**src/la_settings.svh**
```systemverilog
/*
 * la_capture settings
 * widths and counts shared by the logic analyzer front end
 */

`ifndef LA_SETTINGS_SVH
`define LA_SETTINGS_SVH

// sample width, one bit per channel
`define LA_DW 8

// pre/post trigger counter width
`define LA_CW 16

// decimation counter width
`define LA_DCW 17

// timestamp width
`define LA_TW 64

// number of external trigger lines
`define LA_TN 4

`endif

```
**src/la_pkg.sv**
```systemverilog
/*
 * la_capture types
 * sample, configuration, control and status records plus encodings
 */

`include "la_settings.svh"

package la_pkg;

  typedef logic [`LA_DW-1:0] sample_t;

  // acquisition phases
  typedef enum logic [1:0] {
    ST_IDLE,
    ST_PRE,
    ST_ARMED,
    ST_POST
  } acq_state_e;

  // system bus register offsets
  typedef enum logic [6:0] {
    REG_CTL    = 7'h00,
    REG_MODE   = 7'h04,
    REG_TSEL   = 7'h08,
    REG_PRE    = 7'h10,
    REG_PST    = 7'h14,
    REG_SPRE   = 7'h18,
    REG_SPST   = 7'h1c,
    REG_CTS_LO = 7'h28,
    REG_CTS_HI = 7'h2c,
    REG_MSK    = 7'h40,
    REG_VAL    = 7'h44,
    REG_EPOS   = 7'h48,
    REG_ENEG   = 7'h4c,
    REG_DEC    = 7'h50
  } reg_addr_e;

  typedef struct packed {
    sample_t            cmp_msk;
    sample_t            cmp_val;
    sample_t            edg_pos;
    sample_t            edg_neg;
    logic [`LA_DCW-1:0] dec;
    logic [`LA_CW-1:0]  pre;
    logic [`LA_CW-1:0]  pst;
    // bit 0 detector, bit 1 software, bit 2 external
    logic [2:0]         trg_sel;
    logic               con;
  } la_cfg_t;

  // single cycle pulses from a control write
  typedef struct packed {
    logic rst;
    logic acq;
    logic stp;
    logic swt;
  } la_ctl_t;

  typedef struct packed {
    acq_state_e        state;
    logic              trg;
    logic [`LA_CW-1:0] pre_cnt;
    logic [`LA_CW-1:0] pst_cnt;
    logic [`LA_TW-1:0] cts_trg;
  } la_sts_t;

endpackage

```
**src/la_regset.sv**
```systemverilog
/*
 * la_capture register set
 * system bus slave holding configuration, control pulses and status
 */

`timescale 1ns/1ps
`include "la_settings.svh"

module la_regset (
  input  logic            bus,
  input  logic            rst_n,
  input  logic            bus_wen,
  input  logic            bus_ren,
  input  logic [31:0]     bus_addr,
  input  logic [31:0]     bus_wdata,
  output logic [31:0]     bus_rdata,
  output logic            bus_ack,
  output la_pkg::la_cfg_t cfg,
  output la_pkg::la_ctl_t ctl,
  input  la_pkg::la_sts_t sts
);

  import la_pkg::*;

  reg_addr_e addr;
  logic      ctl_wr;
  logic      stopped;

  // only the low offset bits are decoded
  assign addr   = reg_addr_e'(bus_addr[6:0]);
  assign ctl_wr = bus_wen && (addr == REG_CTL);

  //////////////////////////////////////////////////
  // handshake
  //////////////////////////////////////////////////

  // ack one cycle after any access
  always_ff @(posedge bus or negedge rst_n) begin
    if (!rst_n) begin
      bus_ack <= 1'b0;
    end else begin
      bus_ack <= bus_wen | bus_ren;
    end
  end

  //////////////////////////////////////////////////
  // configuration writes
  //////////////////////////////////////////////////

  always_ff @(posedge bus or negedge rst_n) begin
    if (!rst_n) begin
      cfg <= '0;
    end else if (bus_wen) begin
      case (addr)
        REG_MODE: cfg.con     <= bus_wdata[0];
        REG_TSEL: cfg.trg_sel <= bus_wdata[2:0];
        REG_PRE:  cfg.pre     <= bus_wdata[`LA_CW-1:0];
        REG_PST:  cfg.pst     <= bus_wdata[`LA_CW-1:0];
        REG_MSK:  cfg.cmp_msk <= sample_t'(bus_wdata);
        REG_VAL:  cfg.cmp_val <= sample_t'(bus_wdata);
        REG_EPOS: cfg.edg_pos <= sample_t'(bus_wdata);
        REG_ENEG: cfg.edg_neg <= sample_t'(bus_wdata);
        REG_DEC:  cfg.dec     <= bus_wdata[`LA_DCW-1:0];
        default: ;
      endcase
    end
  end

  // control pulses, live in the write cycle
  assign ctl.stp = ctl_wr & bus_wdata[3];
  assign ctl.acq = ctl_wr & bus_wdata[2];
  assign ctl.swt = ctl_wr & bus_wdata[1];
  assign ctl.rst = ctl_wr & bus_wdata[0];

  //////////////////////////////////////////////////
  // readback
  //////////////////////////////////////////////////

  assign stopped = (sts.state == ST_IDLE);

  // captured on the access, presented with ack
  always_ff @(posedge bus) begin
    if (bus_ren) begin
      case (addr)
        REG_CTL:    bus_rdata <= {28'd0, stopped, ~stopped, sts.trg, 1'b0};
        REG_MODE:   bus_rdata <= 32'(cfg.con);
        REG_TSEL:   bus_rdata <= 32'(cfg.trg_sel);
        REG_PRE:    bus_rdata <= 32'(cfg.pre);
        REG_PST:    bus_rdata <= 32'(cfg.pst);
        REG_SPRE:   bus_rdata <= 32'(sts.pre_cnt);
        REG_SPST:   bus_rdata <= 32'(sts.pst_cnt);
        // trigger timestamp, low word then high word
        REG_CTS_LO: bus_rdata <= 32'(sts.cts_trg);
        REG_CTS_HI: bus_rdata <= 32'(sts.cts_trg >> 32);
        REG_MSK:    bus_rdata <= 32'(cfg.cmp_msk);
        REG_VAL:    bus_rdata <= 32'(cfg.cmp_val);
        REG_EPOS:   bus_rdata <= 32'(cfg.edg_pos);
        REG_ENEG:   bus_rdata <= 32'(cfg.edg_neg);
        REG_DEC:    bus_rdata <= 32'(cfg.dec);
        default:    bus_rdata <= '0;
      endcase
    end
  end

  // back to back acks need an access behind each one
  a_ack_run: assert property (
    @(posedge bus) disable iff (!rst_n)
    (bus_ack && $past(bus_ack)) |->
      ($past(bus_wen || bus_ren) && $past(bus_wen || bus_ren, 2))
  ) else $error("bus_ack held without matching accesses");

endmodule

```
**src/la_decimator.sv**
```systemverilog
/*
 * la_capture decimator
 * keeps one valid sample in every dec_fac+1
 */

`timescale 1ns/1ps
`include "la_settings.svh"

module la_decimator (
  input  logic               bus,
  input  logic               rst_n,
  input  logic               ctl_rst,
  input  logic [`LA_DCW-1:0] dec_fac,
  input  la_pkg::sample_t    sample_in,
  input  logic               sample_vld,
  output la_pkg::sample_t    dec_data,
  output logic               dec_vld
);

  logic [`LA_DCW-1:0] cnt;
  logic               keep;

  // counter at zero means the next valid sample is kept
  assign keep = sample_vld && (cnt == '0);

  always_ff @(posedge bus or negedge rst_n) begin
    if (!rst_n) begin
      cnt     <= '0;
      dec_vld <= 1'b0;
    end else if (ctl_rst) begin
      // restart with the first sample kept
      cnt     <= '0;
      dec_vld <= 1'b0;
    end else begin
      dec_vld <= keep;
      if (keep) begin
        cnt <= dec_fac;
      end else if (sample_vld) begin
        cnt <= cnt - 1'b1;
      end
    end
  end

  // data only
  always_ff @(posedge bus) begin
    if (keep) begin
      dec_data <= sample_in;
    end
  end

endmodule

```
**src/la_trigger.sv**
```systemverilog
/*
 * la_capture trigger detector
 * masked value compare and per-bit edge detection on raw samples
 */

`timescale 1ns/1ps

module la_trigger (
  input  logic            bus,
  input  logic            rst_n,
  input  logic            ctl_rst,
  input  la_pkg::sample_t cmp_msk,
  input  la_pkg::sample_t cmp_val,
  input  la_pkg::sample_t edg_pos,
  input  la_pkg::sample_t edg_neg,
  input  la_pkg::sample_t sample_in,
  input  logic            sample_vld,
  output logic            trg_hit
);

  la_pkg::sample_t prev;
  logic            prev_ok;
  logic            cmp_hit;
  logic            pos_hit;
  logic            neg_hit;

  // empty mask disables the comparator
  assign cmp_hit = (|cmp_msk) && ((sample_in & cmp_msk) == (cmp_val & cmp_msk));

  // edges need a previous sample to compare against
  assign pos_hit = prev_ok && (|(edg_pos & ~prev & sample_in));
  assign neg_hit = prev_ok && (|(edg_neg & prev & ~sample_in));

  always_ff @(posedge bus or negedge rst_n) begin
    if (!rst_n) begin
      prev    <= '0;
      prev_ok <= 1'b0;
      trg_hit <= 1'b0;
    end else if (ctl_rst) begin
      prev    <= '0;
      prev_ok <= 1'b0;
      trg_hit <= 1'b0;
    end else begin
      // hit lines up with the decimator output
      trg_hit <= sample_vld && (cmp_hit || pos_hit || neg_hit);
      if (sample_vld) begin
        prev    <= sample_in;
        prev_ok <= 1'b1;
      end
    end
  end

endmodule

```
**src/la_acquire.sv**
```systemverilog
/*
 * la_capture acquisition controller
 * pre/armed/post phases, output stream, trigger timestamp, interrupts
 */

`timescale 1ns/1ps
`include "la_settings.svh"

module la_acquire (
  input  logic              bus,
  input  logic              rst_n,
  input  la_pkg::la_ctl_t   ctl,
  input  la_pkg::la_cfg_t   cfg,
  input  la_pkg::sample_t   dec_data,
  input  logic              dec_vld,
  input  logic              trg_hit,
  input  logic [`LA_TN-1:0] trg_ext,
  input  logic [`LA_TW-1:0] cts,
  output la_pkg::sample_t   out_data,
  output logic              out_vld,
  output logic              out_last,
  output logic              irq_trg,
  output logic              irq_stp,
  output la_pkg::la_sts_t   sts
);

  import la_pkg::*;

  acq_state_e        state;
  logic              trg_flag;
  logic [`LA_CW-1:0] pre_cnt;
  logic [`LA_CW-1:0] pst_cnt;
  logic [`LA_TW-1:0] cts_trg;
  logic [`LA_CW:0]   pre_inc;
  logic [`LA_CW:0]   pst_inc;
  logic              ctl_any;
  logic              trg_sel_hit;
  logic              trg_acc;
  logic              post_end;

  assign ctl_any = ctl.rst | ctl.stp | ctl.acq;
  // extra bit so the compare with a full scale count does not wrap
  assign pre_inc = {1'b0, pre_cnt} + 1'b1;
  assign pst_inc = {1'b0, pst_cnt} + 1'b1;

  // selected trigger sources
  assign trg_sel_hit = (cfg.trg_sel[0] & trg_hit) | (cfg.trg_sel[1] & ctl.swt) |
                       (cfg.trg_sel[2] & (|trg_ext));
  assign trg_acc     = (state == ST_ARMED) && trg_sel_hit && !ctl_any;

  // last post-trigger sample, never in continuous mode
  assign post_end = (state == ST_POST) && dec_vld && !cfg.con && !ctl.rst &&
                    (pst_inc >= {1'b0, cfg.pst});

  //////////////////////////////////////////////////
  // phase FSM
  //////////////////////////////////////////////////

  always_ff @(posedge bus or negedge rst_n) begin
    if (!rst_n) begin
      state    <= ST_IDLE;
      trg_flag <= 1'b0;
      pre_cnt  <= '0;
      pst_cnt  <= '0;
      cts_trg  <= '0;
    end else if (ctl.rst) begin
      state    <= ST_IDLE;
      trg_flag <= 1'b0;
      pre_cnt  <= '0;
      pst_cnt  <= '0;
    end else if (ctl.stp) begin
      state <= ST_IDLE;
    end else if (ctl.acq) begin
      state    <= ST_PRE;
      trg_flag <= 1'b0;
      pre_cnt  <= '0;
      pst_cnt  <= '0;
    end else begin
      case (state)
        ST_PRE: begin
          if (cfg.pre == '0) begin
            state <= ST_ARMED;
          end else if (dec_vld) begin
            pre_cnt <= pre_inc[`LA_CW-1:0];
            if (pre_inc >= {1'b0, cfg.pre}) begin
              state <= ST_ARMED;
            end
          end
        end
        ST_ARMED: begin
          // timestamp taken in the acceptance cycle
          if (trg_acc) begin
            state    <= ST_POST;
            trg_flag <= 1'b1;
            cts_trg  <= cts;
          end
        end
        ST_POST: begin
          if (dec_vld) begin
            pst_cnt <= pst_inc[`LA_CW-1:0];
            if (post_end) begin
              state <= ST_IDLE;
            end
          end
        end
        default: ;
      endcase
    end
  end

  //////////////////////////////////////////////////
  // output stream and interrupts
  //////////////////////////////////////////////////

  always_ff @(posedge bus or negedge rst_n) begin
    if (!rst_n) begin
      out_vld  <= 1'b0;
      out_last <= 1'b0;
      irq_trg  <= 1'b0;
      irq_stp  <= 1'b0;
    end else begin
      // every phase but idle forwards
      out_vld  <= dec_vld && (state != ST_IDLE) && !ctl.rst;
      out_last <= post_end;
      irq_stp  <= post_end;
      irq_trg  <= trg_acc;
    end
  end

  always_ff @(posedge bus) begin
    if (dec_vld) begin
      out_data <= dec_data;
    end
  end

  assign sts.state   = state;
  assign sts.trg     = trg_flag;
  assign sts.pre_cnt = pre_cnt;
  assign sts.pst_cnt = pst_cnt;
  assign sts.cts_trg = cts_trg;

  a_last_vld: assert property (
    @(posedge bus) disable iff (!rst_n) out_last |-> out_vld
  ) else $error("out_last without out_vld");

  a_post_trg: assert property (
    @(posedge bus) disable iff (!rst_n) (state == ST_POST) |-> trg_flag
  ) else $error("post phase entered without trigger");

endmodule

```
**src/la_top.sv**
```systemverilog
/*
 * la_capture top
 * register set, decimator, trigger detector and acquisition controller
 */

`timescale 1ns/1ps
`include "la_settings.svh"

module la_top (
  input  logic              bus,
  input  logic              rst_n,
  // raw sample stream
  input  la_pkg::sample_t   sample_in,
  input  logic              sample_vld,
  input  logic [`LA_TN-1:0] trg_ext,
  // system bus
  input  logic              bus_wen,
  input  logic              bus_ren,
  input  logic [31:0]       bus_addr,
  input  logic [31:0]       bus_wdata,
  output logic [31:0]       bus_rdata,
  output logic              bus_ack,
  input  logic [`LA_TW-1:0] cts,
  // captured stream
  output la_pkg::sample_t   out_data,
  output logic              out_vld,
  output logic              out_last,
  output logic              trg_out,
  output logic              trg_swo,
  output logic              irq_trg,
  output logic              irq_stp
);

  import la_pkg::*;

  la_cfg_t cfg;
  la_ctl_t ctl;
  la_sts_t sts;
  sample_t dec_data;
  logic    dec_vld;
  logic    trg_hit;

  la_regset regset0 (
    .bus       (bus),
    .rst_n     (rst_n),
    .bus_wen   (bus_wen),
    .bus_ren   (bus_ren),
    .bus_addr  (bus_addr),
    .bus_wdata (bus_wdata),
    .bus_rdata (bus_rdata),
    .bus_ack   (bus_ack),
    .cfg       (cfg),
    .ctl       (ctl),
    .sts       (sts)
  );

  la_decimator dec0 (
    .bus        (bus),
    .rst_n      (rst_n),
    .ctl_rst    (ctl.rst),
    .dec_fac    (cfg.dec),
    .sample_in  (sample_in),
    .sample_vld (sample_vld),
    .dec_data   (dec_data),
    .dec_vld    (dec_vld)
  );

  // sees every raw sample, not just the kept ones
  la_trigger trg0 (
    .bus        (bus),
    .rst_n      (rst_n),
    .ctl_rst    (ctl.rst),
    .cmp_msk    (cfg.cmp_msk),
    .cmp_val    (cfg.cmp_val),
    .edg_pos    (cfg.edg_pos),
    .edg_neg    (cfg.edg_neg),
    .sample_in  (sample_in),
    .sample_vld (sample_vld),
    .trg_hit    (trg_hit)
  );

  la_acquire acq0 (
    .bus      (bus),
    .rst_n    (rst_n),
    .ctl      (ctl),
    .cfg      (cfg),
    .dec_data (dec_data),
    .dec_vld  (dec_vld),
    .trg_hit  (trg_hit),
    .trg_ext  (trg_ext),
    .cts      (cts),
    .out_data (out_data),
    .out_vld  (out_vld),
    .out_last (out_last),
    .irq_trg  (irq_trg),
    .irq_stp  (irq_stp),
    .sts      (sts)
  );

  // trigger lines out for chaining
  assign trg_out = trg_hit;
  assign trg_swo = ctl.swt;

endmodule

```
**config.mk**
```make
export PLATFORM = sky130hd
export DESIGN_NAME = la_top
export DESIGN_NICKNAME = d
export VERILOG_FILES = /design/src/la_pkg.sv /design/src/la_regset.sv /design/src/la_decimator.sv /design/src/la_trigger.sv /design/src/la_acquire.sv /design/src/la_top.sv
export VERILOG_INCLUDE_DIRS = /design/src /design/src/src
export SDC_FILE = /design/constraint.sdc
export NUM_CORES = 1
export LEC_CHECK = 0
export ABC_AREA = 1
export ABC_CLOCK_PERIOD_IN_PS = 3320
export BUFFER_PORTS_ARGS = -buffer_cell sky130_fd_sc_hd__buf_4
export CAP_MARGIN = 20
export CORE_ASPECT_RATIO = 1.25
export CORE_MARGIN = 3
export CORE_UTILIZATION = 45
export DETAILED_ROUTE_END_ITERATION = 8
export MAX_ROUTING_LAYER = met4
export PLACE_DENSITY = 0.65
export SYNTH_ARGS = -nofsm -noshare
export SYNTH_HDL_FRONTEND = slang
export SYNTH_SLANG_ARGS = --single-unit
```
**constraint.sdc**
```tcl
create_clock -name bus -period 3.32 [get_ports bus]
set_input_delay 0.498 -clock bus [delete_from_list [all_inputs] [get_ports bus]]
set_output_delay 0.498 -clock bus [all_outputs]
set_load 0.02 [all_outputs]
```
==> results of run 1 <==
[cell usage after synthesis, types with 2 or more instances]
master     number  area share
o2111ai_1       7      0.0047
nand2_1       417        0.12
dfrtp_1       216        0.42
clkbuf_1       30      0.0087
nand4_1        17      0.0082
o211ai_1        4      0.0023
a221oi_1       25       0.017
a211oi_1        2      0.0012
o31ai_1         2      0.0012
inv_2          10      0.0029
nor3_1         14      0.0054
nor4_1          5      0.0024
o221ai_1        4      0.0027
a31oi_1         3      0.0014
or2_2           2     0.00096
nor2_4          3      0.0026
xor2_1         34       0.023
o22ai_2        10      0.0096
buf_4           7      0.0040
inv_1         187       0.054
nor2_2          5      0.0024
edfxtp_1       48        0.11
a21oi_1        22      0.0085
ha_1           35       0.034
buf_6           2      0.0017
o21ai_0       131       0.050
a2111oi_0       2      0.0013
nand3_1        64       0.025
nor2_1         77       0.022
xnor2_1         4      0.0027
a22o_1         15       0.010
nand3b_1        3      0.0017
nor3_2          4      0.0031
buf_2          13      0.0050
o22ai_1        45       0.022
[what timing repair did]
item                                   4_1_cts  5_1_grt
buffers inserted                             0        1
hold buffers                                 1        0
endpoints found under the hold margin       77        0
setup endpoints to repair                    0        2
gates resized for setup                      0        7
[sequential cells by signal, indices dropped and copies added (netlist names), 2 cells and up]
signal and flops:
trg0.prev 8, acq0.state 2, acq0.out_data 8, acq0.pre_cnt 16, acq0.cts_trg 64, regset0.bus_rdata 32
dec0.dec_data 8, regset0.cfg 85, acq0.pst_cnt 16, dec0.cnt 17
[where the power goes]
part,switching (mW),internal (mW)
registers,0.550,4.06
clock network,1.32,1.71
logic,1.80,1.23
[worst paths after layout]
| kind | from | slack, ps | cells after the start | endpoint |
|---|---|---|---|---|
| worst max register to register | acq0.pre_cnt[0] | 310 | 21 | acq0.state[0] |
| worst min-delay path | cts[59] | 130 | 3 | acq0.cts_trg[59] |
| worst min register to register | dec0.dec_data[4] | 420 | 0 | acq0.out_data[4] |
| min in group asynchronous | rst_n | 550 | 2 | acq0.cts_trg[13] |
| worst max-delay path | acq0.pre_cnt[0] | 310 | 21 | acq0.state[0] |
| max in group asynchronous | rst_n | 1920 | 3 | regset0.cfg[7] |
[tightest hold or removal path: stages]
cell and delay, ps:
buf_4 70, nand2_1 40, nand2_1 40
[cell usage in the layout, fill, tap and decap left out, types with 2 or more instances in the layout]
| master | count |
|---|---|
| clkinv_2 | 6 |
| dfrtp_1 | 216 |
| clkinvlp_4 | 2 |
| a31oi_1 | 3 |
| o31ai_1 | 2 |
| nor2_4 | 3 |
| nand3b_1 | 3 |
| a2111oi_0 | 2 |
| nand3_1 | 64 |
| a22o_1 | 15 |
| a21oi_1 | 22 |
| clkbuf_1 | 2 |
| nor4_1 | 4 |
| a221oi_1 | 25 |
| ha_1 | 35 |
| o21ai_0 | 131 |
| nand4_1 | 17 |
| o22ai_1 | 45 |
| or2_2 | 2 |
| o22ai_2 | 10 |
| xnor2_1 | 4 |
| nand2_1 | 417 |
| nor3_1 | 12 |
| edfxtp_1 | 48 |
| clkinv_1 | 8 |
| buf_12 | 2 |
| xor2_1 | 34 |
| nor2_2 | 8 |
| nor3_2 | 6 |
| nor2_1 | 74 |
| buf_4 | 176 |
| o211ai_1 | 4 |
| inv_2 | 10 |
| o221ai_1 | 4 |
| inv_1 | 187 |
| o2111ai_1 | 7 |
| clkbuf_8 | 4 |
| clkbuf_16 | 28 |
[kinds of logic (layout without fill, tap and decap cells)]
| kind of cell | after synthesis | count (layout) |
|---|---|---|
| AO/OA/AOI/OAI | 280 | 280 |
| XOR/XNOR | 38 | 38 |
| adder cells (fa/ha/maj) | 35 | 35 |
| buffers and inverters | 250 | 430 |
| flip-flops | 264 | 264 |
| multiplexers | 1 | 1 |
| AND/OR/NAND/NOR | 616 | 616 |
[final cells by class]
type	instances	area, um^2	share of cell area
Timing Repair Buffer	180	1390	0.0895
Inverter	198	743	0.0480
Sequential cell	264	6850	0.442
Tap cell	350	438	0.0283
Clock inverter	18	126	0.00816
Clock buffer	34	763	0.0493
Multi-Input combinational cell	970	5180	0.335
[layer usage]
layer,wire (um),share of wire
met5,0,0
met4,1250,0.033
met3,2850,0.075
met1,15800,0.42
met2,18000,0.47
==> flow_summary.ini, run 1 <==
[grt]
grt_max_degree = 80
top_usage_layer = met2
first_global_vias = 11000
met1_usage = 0.323
antenna_found_initial = 0
met2_usage = 0.401
grt_pass1_wl_mm = 59.6
grt_use_total = 0.252
overflow = 0
use_met3 = 0.0512

[detailed_routing]
viasPerCell = 5.38
routed_wl_mm = 37.9
firstDrtPassIters = 5
drc = 0
dr_total_vias = 10800
ant_nets = 0
drt_iter0_drc = 1017
routedWlPerCell_um = 18.8

[cells_and_area]
final_cells = 2014
final_cell_area_um2 = 15500
syn_to_final_growth_pct = 19.2
drive_gt1_frac = 0.163
fillers = 2517
post-route-util = 0.553
fin_nets = 1822
antenna_cells = 0

[synth]
synth-edff-count = 48
yosysSeqAreaShare = 0.527
synth_mux_area_frac = 0.000867
synth-xor-area-share = 0.0256
yosys.area_share.simple = 0.199
synth_top_family_by_area = simple AND/OR/NAND/NOR gates
yosys_warnings = 0
synth_compound_area_frac = 0.138
syn-mean-instance-area_um2 = 8.76
synth_nets = 1664
netlist_instances = 1484
synth_cell_types = 50
synthAdderAreaFrac = 0.0337
synth_seq_cells = 264
netlist_area_um2 = 13000
ys.flop_type = dfrtp_1
async_flop_share = 0.818

[timing]
fmax_mhz = 332
timing_hold_violations_final = 0
fin_crit_ps = 3010
slew_violations = 0
slew_headroom = 0.508
skew_ps = 20.6
tightest_slew_ps = 736
finalWorstSetupSlack_ps = 312
holdWs_ps = 131
setup_viol = 0
setup_tns_ps = 0
period_share = 0.906

[clock_network]
h-tree-depth = 1
cts-buffers-inserted = 28
clock_path_buffers = 3
numClockSinks = 264
clkLatencyLatePin_ps = 560
tritoncts = built
cts_root_buf = clkbuf_16
cts.clk_slew.worst_paths_ps = 70

[pwr]
ir_drop_uv = 417
power.total_mw = 10.7
leakage_nw = 7.48
power_density_nw_per_um2 = 689

[floorplanning]
die_w_um = 158
die_area_um2 = 31000
initial_core_util = 0.464
pin_count = 192
core_um2 = 28000
rows = 68
die_y_um = 196

[placement]
routabilityCongestion = 0.935
hpwlAfterDp_mm = 28.3
numPortBuffers = 151
dp_worst_setup_slack_ps = 224
placed_cell_area_um2 = 14500
dp_cells = 1960

[critical_path]
slowest_stage = dfrtp_1
path_buf_inv = 3
max_stage_delay_ps = 380
crit_top_cell = nand2_1
path_delay_family = simple AND/OR/NAND/NOR gates
required_ps = 3760
critPathLaunchType = register
critPathArrivalTime_ps = 3450
path_cells = ha_1 -> nand3_1 -> inv_1 -> nand3_1 -> buf_4 -> nor2_1 -> xor2_1 -> inv_1 -> ha_1 -> a21oi_1 -> nor2_1 -> a211oi_2 -> nand2_1 -> nand2_1 -> nand2_1 -> nand2_1 -> nand2_1 -> nand3_1 -> nand2_1 -> nand3_1 -> nand2_1
critPathMaxFanout = 3
cp-end-kind = register
worst-setup-path-type = register to register

[min_path]
worstHoldPathType = input pin to register

[outcome]
status = finished, final reports clean

[job]
drv_cap = 0
(Power assumes the default switching activity.)
==> inputs of run 2 (changes only) <==
--- a/config.mk
+++ b/config.mk
@@ -7,7 +7,7 @@
 export NUM_CORES = 1
 export LEC_CHECK = 0
 export ABC_AREA = 1
-export ABC_CLOCK_PERIOD_IN_PS = 3320
+export ABC_CLOCK_PERIOD_IN_PS = 2840
 export BUFFER_PORTS_ARGS = -buffer_cell sky130_fd_sc_hd__buf_4
 export CAP_MARGIN = 20
 export CORE_ASPECT_RATIO = 1.25
==> constraint.sdc (replaced) <==
create_clock -name bus -period 2.84 [get_ports bus]
set_input_delay 0.426 -clock bus [delete_from_list [all_inputs] [get_ports bus]]
set_output_delay 0.426 -clock bus [all_outputs]
set_load 0.02 [all_outputs]
==> flow_summary.ini, run 2 (synthesis results as in run 1) <==
[timing]
finalWorstSetupSlack_ps = -81.7
timing_hold_violations_final = 0
setup_viol = 3
fin_crit_ps = 2920
holdWs_ps = 45.5
slew_headroom = 0.461
fmax_mhz = 342
period_share = 1.03
rsz0062_at_grt = yes
tightest_slew_ps = 809
slew_violations = 0
skew_ps = 13.5

[floorplanning]
rows = 68
die_w_um = 158
initial_core_util = 0.464
core_um2 = 28000
die_area_um2 = 31000
die_y_um = 196
pin_count = 192

[clock_network]
cts-buffers-inserted = 28
cts_root_buf = clkbuf_16
clock_path_buffers = 3
cts.clk_slew.worst_paths_ps = 70
h-tree-depth = 1
tritoncts = built
numClockSinks = 264
clkLatencyLatePin_ps = 570

[outcome]
violations = negative setup slack
status = finished, violations left

[critical_path]
worst-setup-path-type = register to register
required_ps = 3300
r2r-start = acq0.pst_cnt[1]
startpoint = acq0.pst_cnt[1]
critPathMaxFanout = 3
cp-end-kind = register
r2r_cells = 21
endpoint = acq0.state[0]
rr_endpoint = acq0.state[0]
rrSetupSlack_ps = -80
critPathLaunchType = register
critPathArrivalTime_ps = 3390

[cells_and_area]
top_register = regset0.cfg
antenna_cells = 0
fin_nets = 1885
multi_input_area_um2 = 5420
final_cell_mix = 409 x nand2_1, 236 x buf_4, 216 x dfrtp_1, 181 x inv_1, 131 x o21ai_0
largest_reg_flops = 85
fillers = 2491
syn_to_final_growth_pct = 25.8
layout_commonest_cell = nand2_1
final-seq-area_um2 = 6850
final_cell_area_um2 = 16300
largestRegisters = regset0.cfg x85, acq0.cts_trg x64, regset0.bus_rdata x32
drive_gt1_frac = 0.220

[pwr]
ir_drop_uv = 602
power.total_mw = 13.8
power_density_nw_per_um2 = 842
leakage_nw = 7.87

[grt]
grt_max_degree = 95
grt_pass1_wl_mm = 61.6
grt_use_total = 0.259
antenna_found_initial = 0
overflow = 0
first_global_vias = 11300

[placement]
dp_worst_setup_slack_ps = -81.8
routabilityCongestion = 0.956
placed_cell_area_um2 = 15000
hpwlAfterDp_mm = 29.1
numPortBuffers = 151

[min_path]
worstHoldPathType = input pin to register
hp-start = cts[31]

[detailed_routing]
firstDrtPassIters = 7
routedWlPerCell_um = 19.1
drc = 0
routed_wl_mm = 39.6
viasPerCell = 5.46
ant_nets = 0
drt_iter0_drc = 938
dr_total_vias = 11300

[job]
drv_cap = 0
run 2: cell types whose count changed in the layout (fill, tap and decap cells not counted), moves of 6 or more:
cell / before / now
buf_4: 176 / 236
nand2_1: 417 / 409
nand2_2: 1 / 9
nand3_1: 64 / 56
clkinv_1: 8 / 1
ha_1: 35 / 29
inv_1: 187 / 181
inv_2: 10 / 16
nor2_1: 74 / 68
nor2_2: 8 / 14
run 2: worst min path at each step:
stage	slack (ps)	cells past startpoint	endpoint
final	50	3	acq0.cts_trg[31]
after global routing	40	3	acq0.cts_trg[31]
after CTS	30	3	acq0.cts_trg[28]
after detailed placement	400	0	acq0.out_data[0]
after global placement	400	0	acq0.out_data[1]
after floorplan	130	0	acq0.cts_trg[0]
run 2: metrics by stage:
step                      cells  setup TNS [ps]  utilization
final                      2077            -213        0.584
after global routing       2077            -718        0.584
after CTS                  2070           -50.9        0.574
after detailed placement   2016            -140        0.536
after global placement     2016           -99.5        0.536
after floorplan            1484               0            -
run 2: where the power goes:
group	switching (mW)	internal [mW]	total (mW)	leakage (nW)
clock network	1.64	2.33	3.98	0.489
registers	0.666	4.74	5.41	3.10
logic	2.41	1.97	4.38	4.29
run 2: area by class of cell:
cell class | count | area share
tap | 350 | 0.0268
clock buffer | 37 | 0.0475
multi-input combinational | 970 | 0.331
timing repair buffer | 243 | 0.116
inverter | 198 | 0.0455
sequential | 264 | 0.419
clock inverter | 15 | 0.0141
run 2: metal layers:
layer	wire length [um]	vias to the layer above	GRT usage	share of wire
met2	19300	370	0.418	0.49
li1	-	5373	-	-
met3	2580	63	0.0441	0.065
met1	16800	5530	0.346	0.43
met4	822	0	0.0587	0.021
met5	0	-	-	0
run 2: worst max-delay path: stages (launching register included):
cell and delay (ps):
dfrtp_1 380, ha_2 200, nand2_1 60, nor2_1 100, buf_4 130, nand4_1 150
nor2_2 210, nand3_2 110, xor2_2 200, inv_2 60, ha_4 270, nand2_2 60
nor3_1 200, nand2_1 90, nand2_1 120, nand2_2 90, nand2_2 70, nand3_2 60
nand2_2 90, nand2_1 50, nand2_1 60, nand2_1 40
run 2: repair_timing:
action / CTS / global route
endpoints found under the setup margin: 3 / 3
resized for setup: 12 / 45
endpoints found under the hold margin: 90 / 0
hold buffers: 1 / 0
pin swaps: 5 / 27
gates cloned: 0 / 0
buffers inserted: 1 / 7
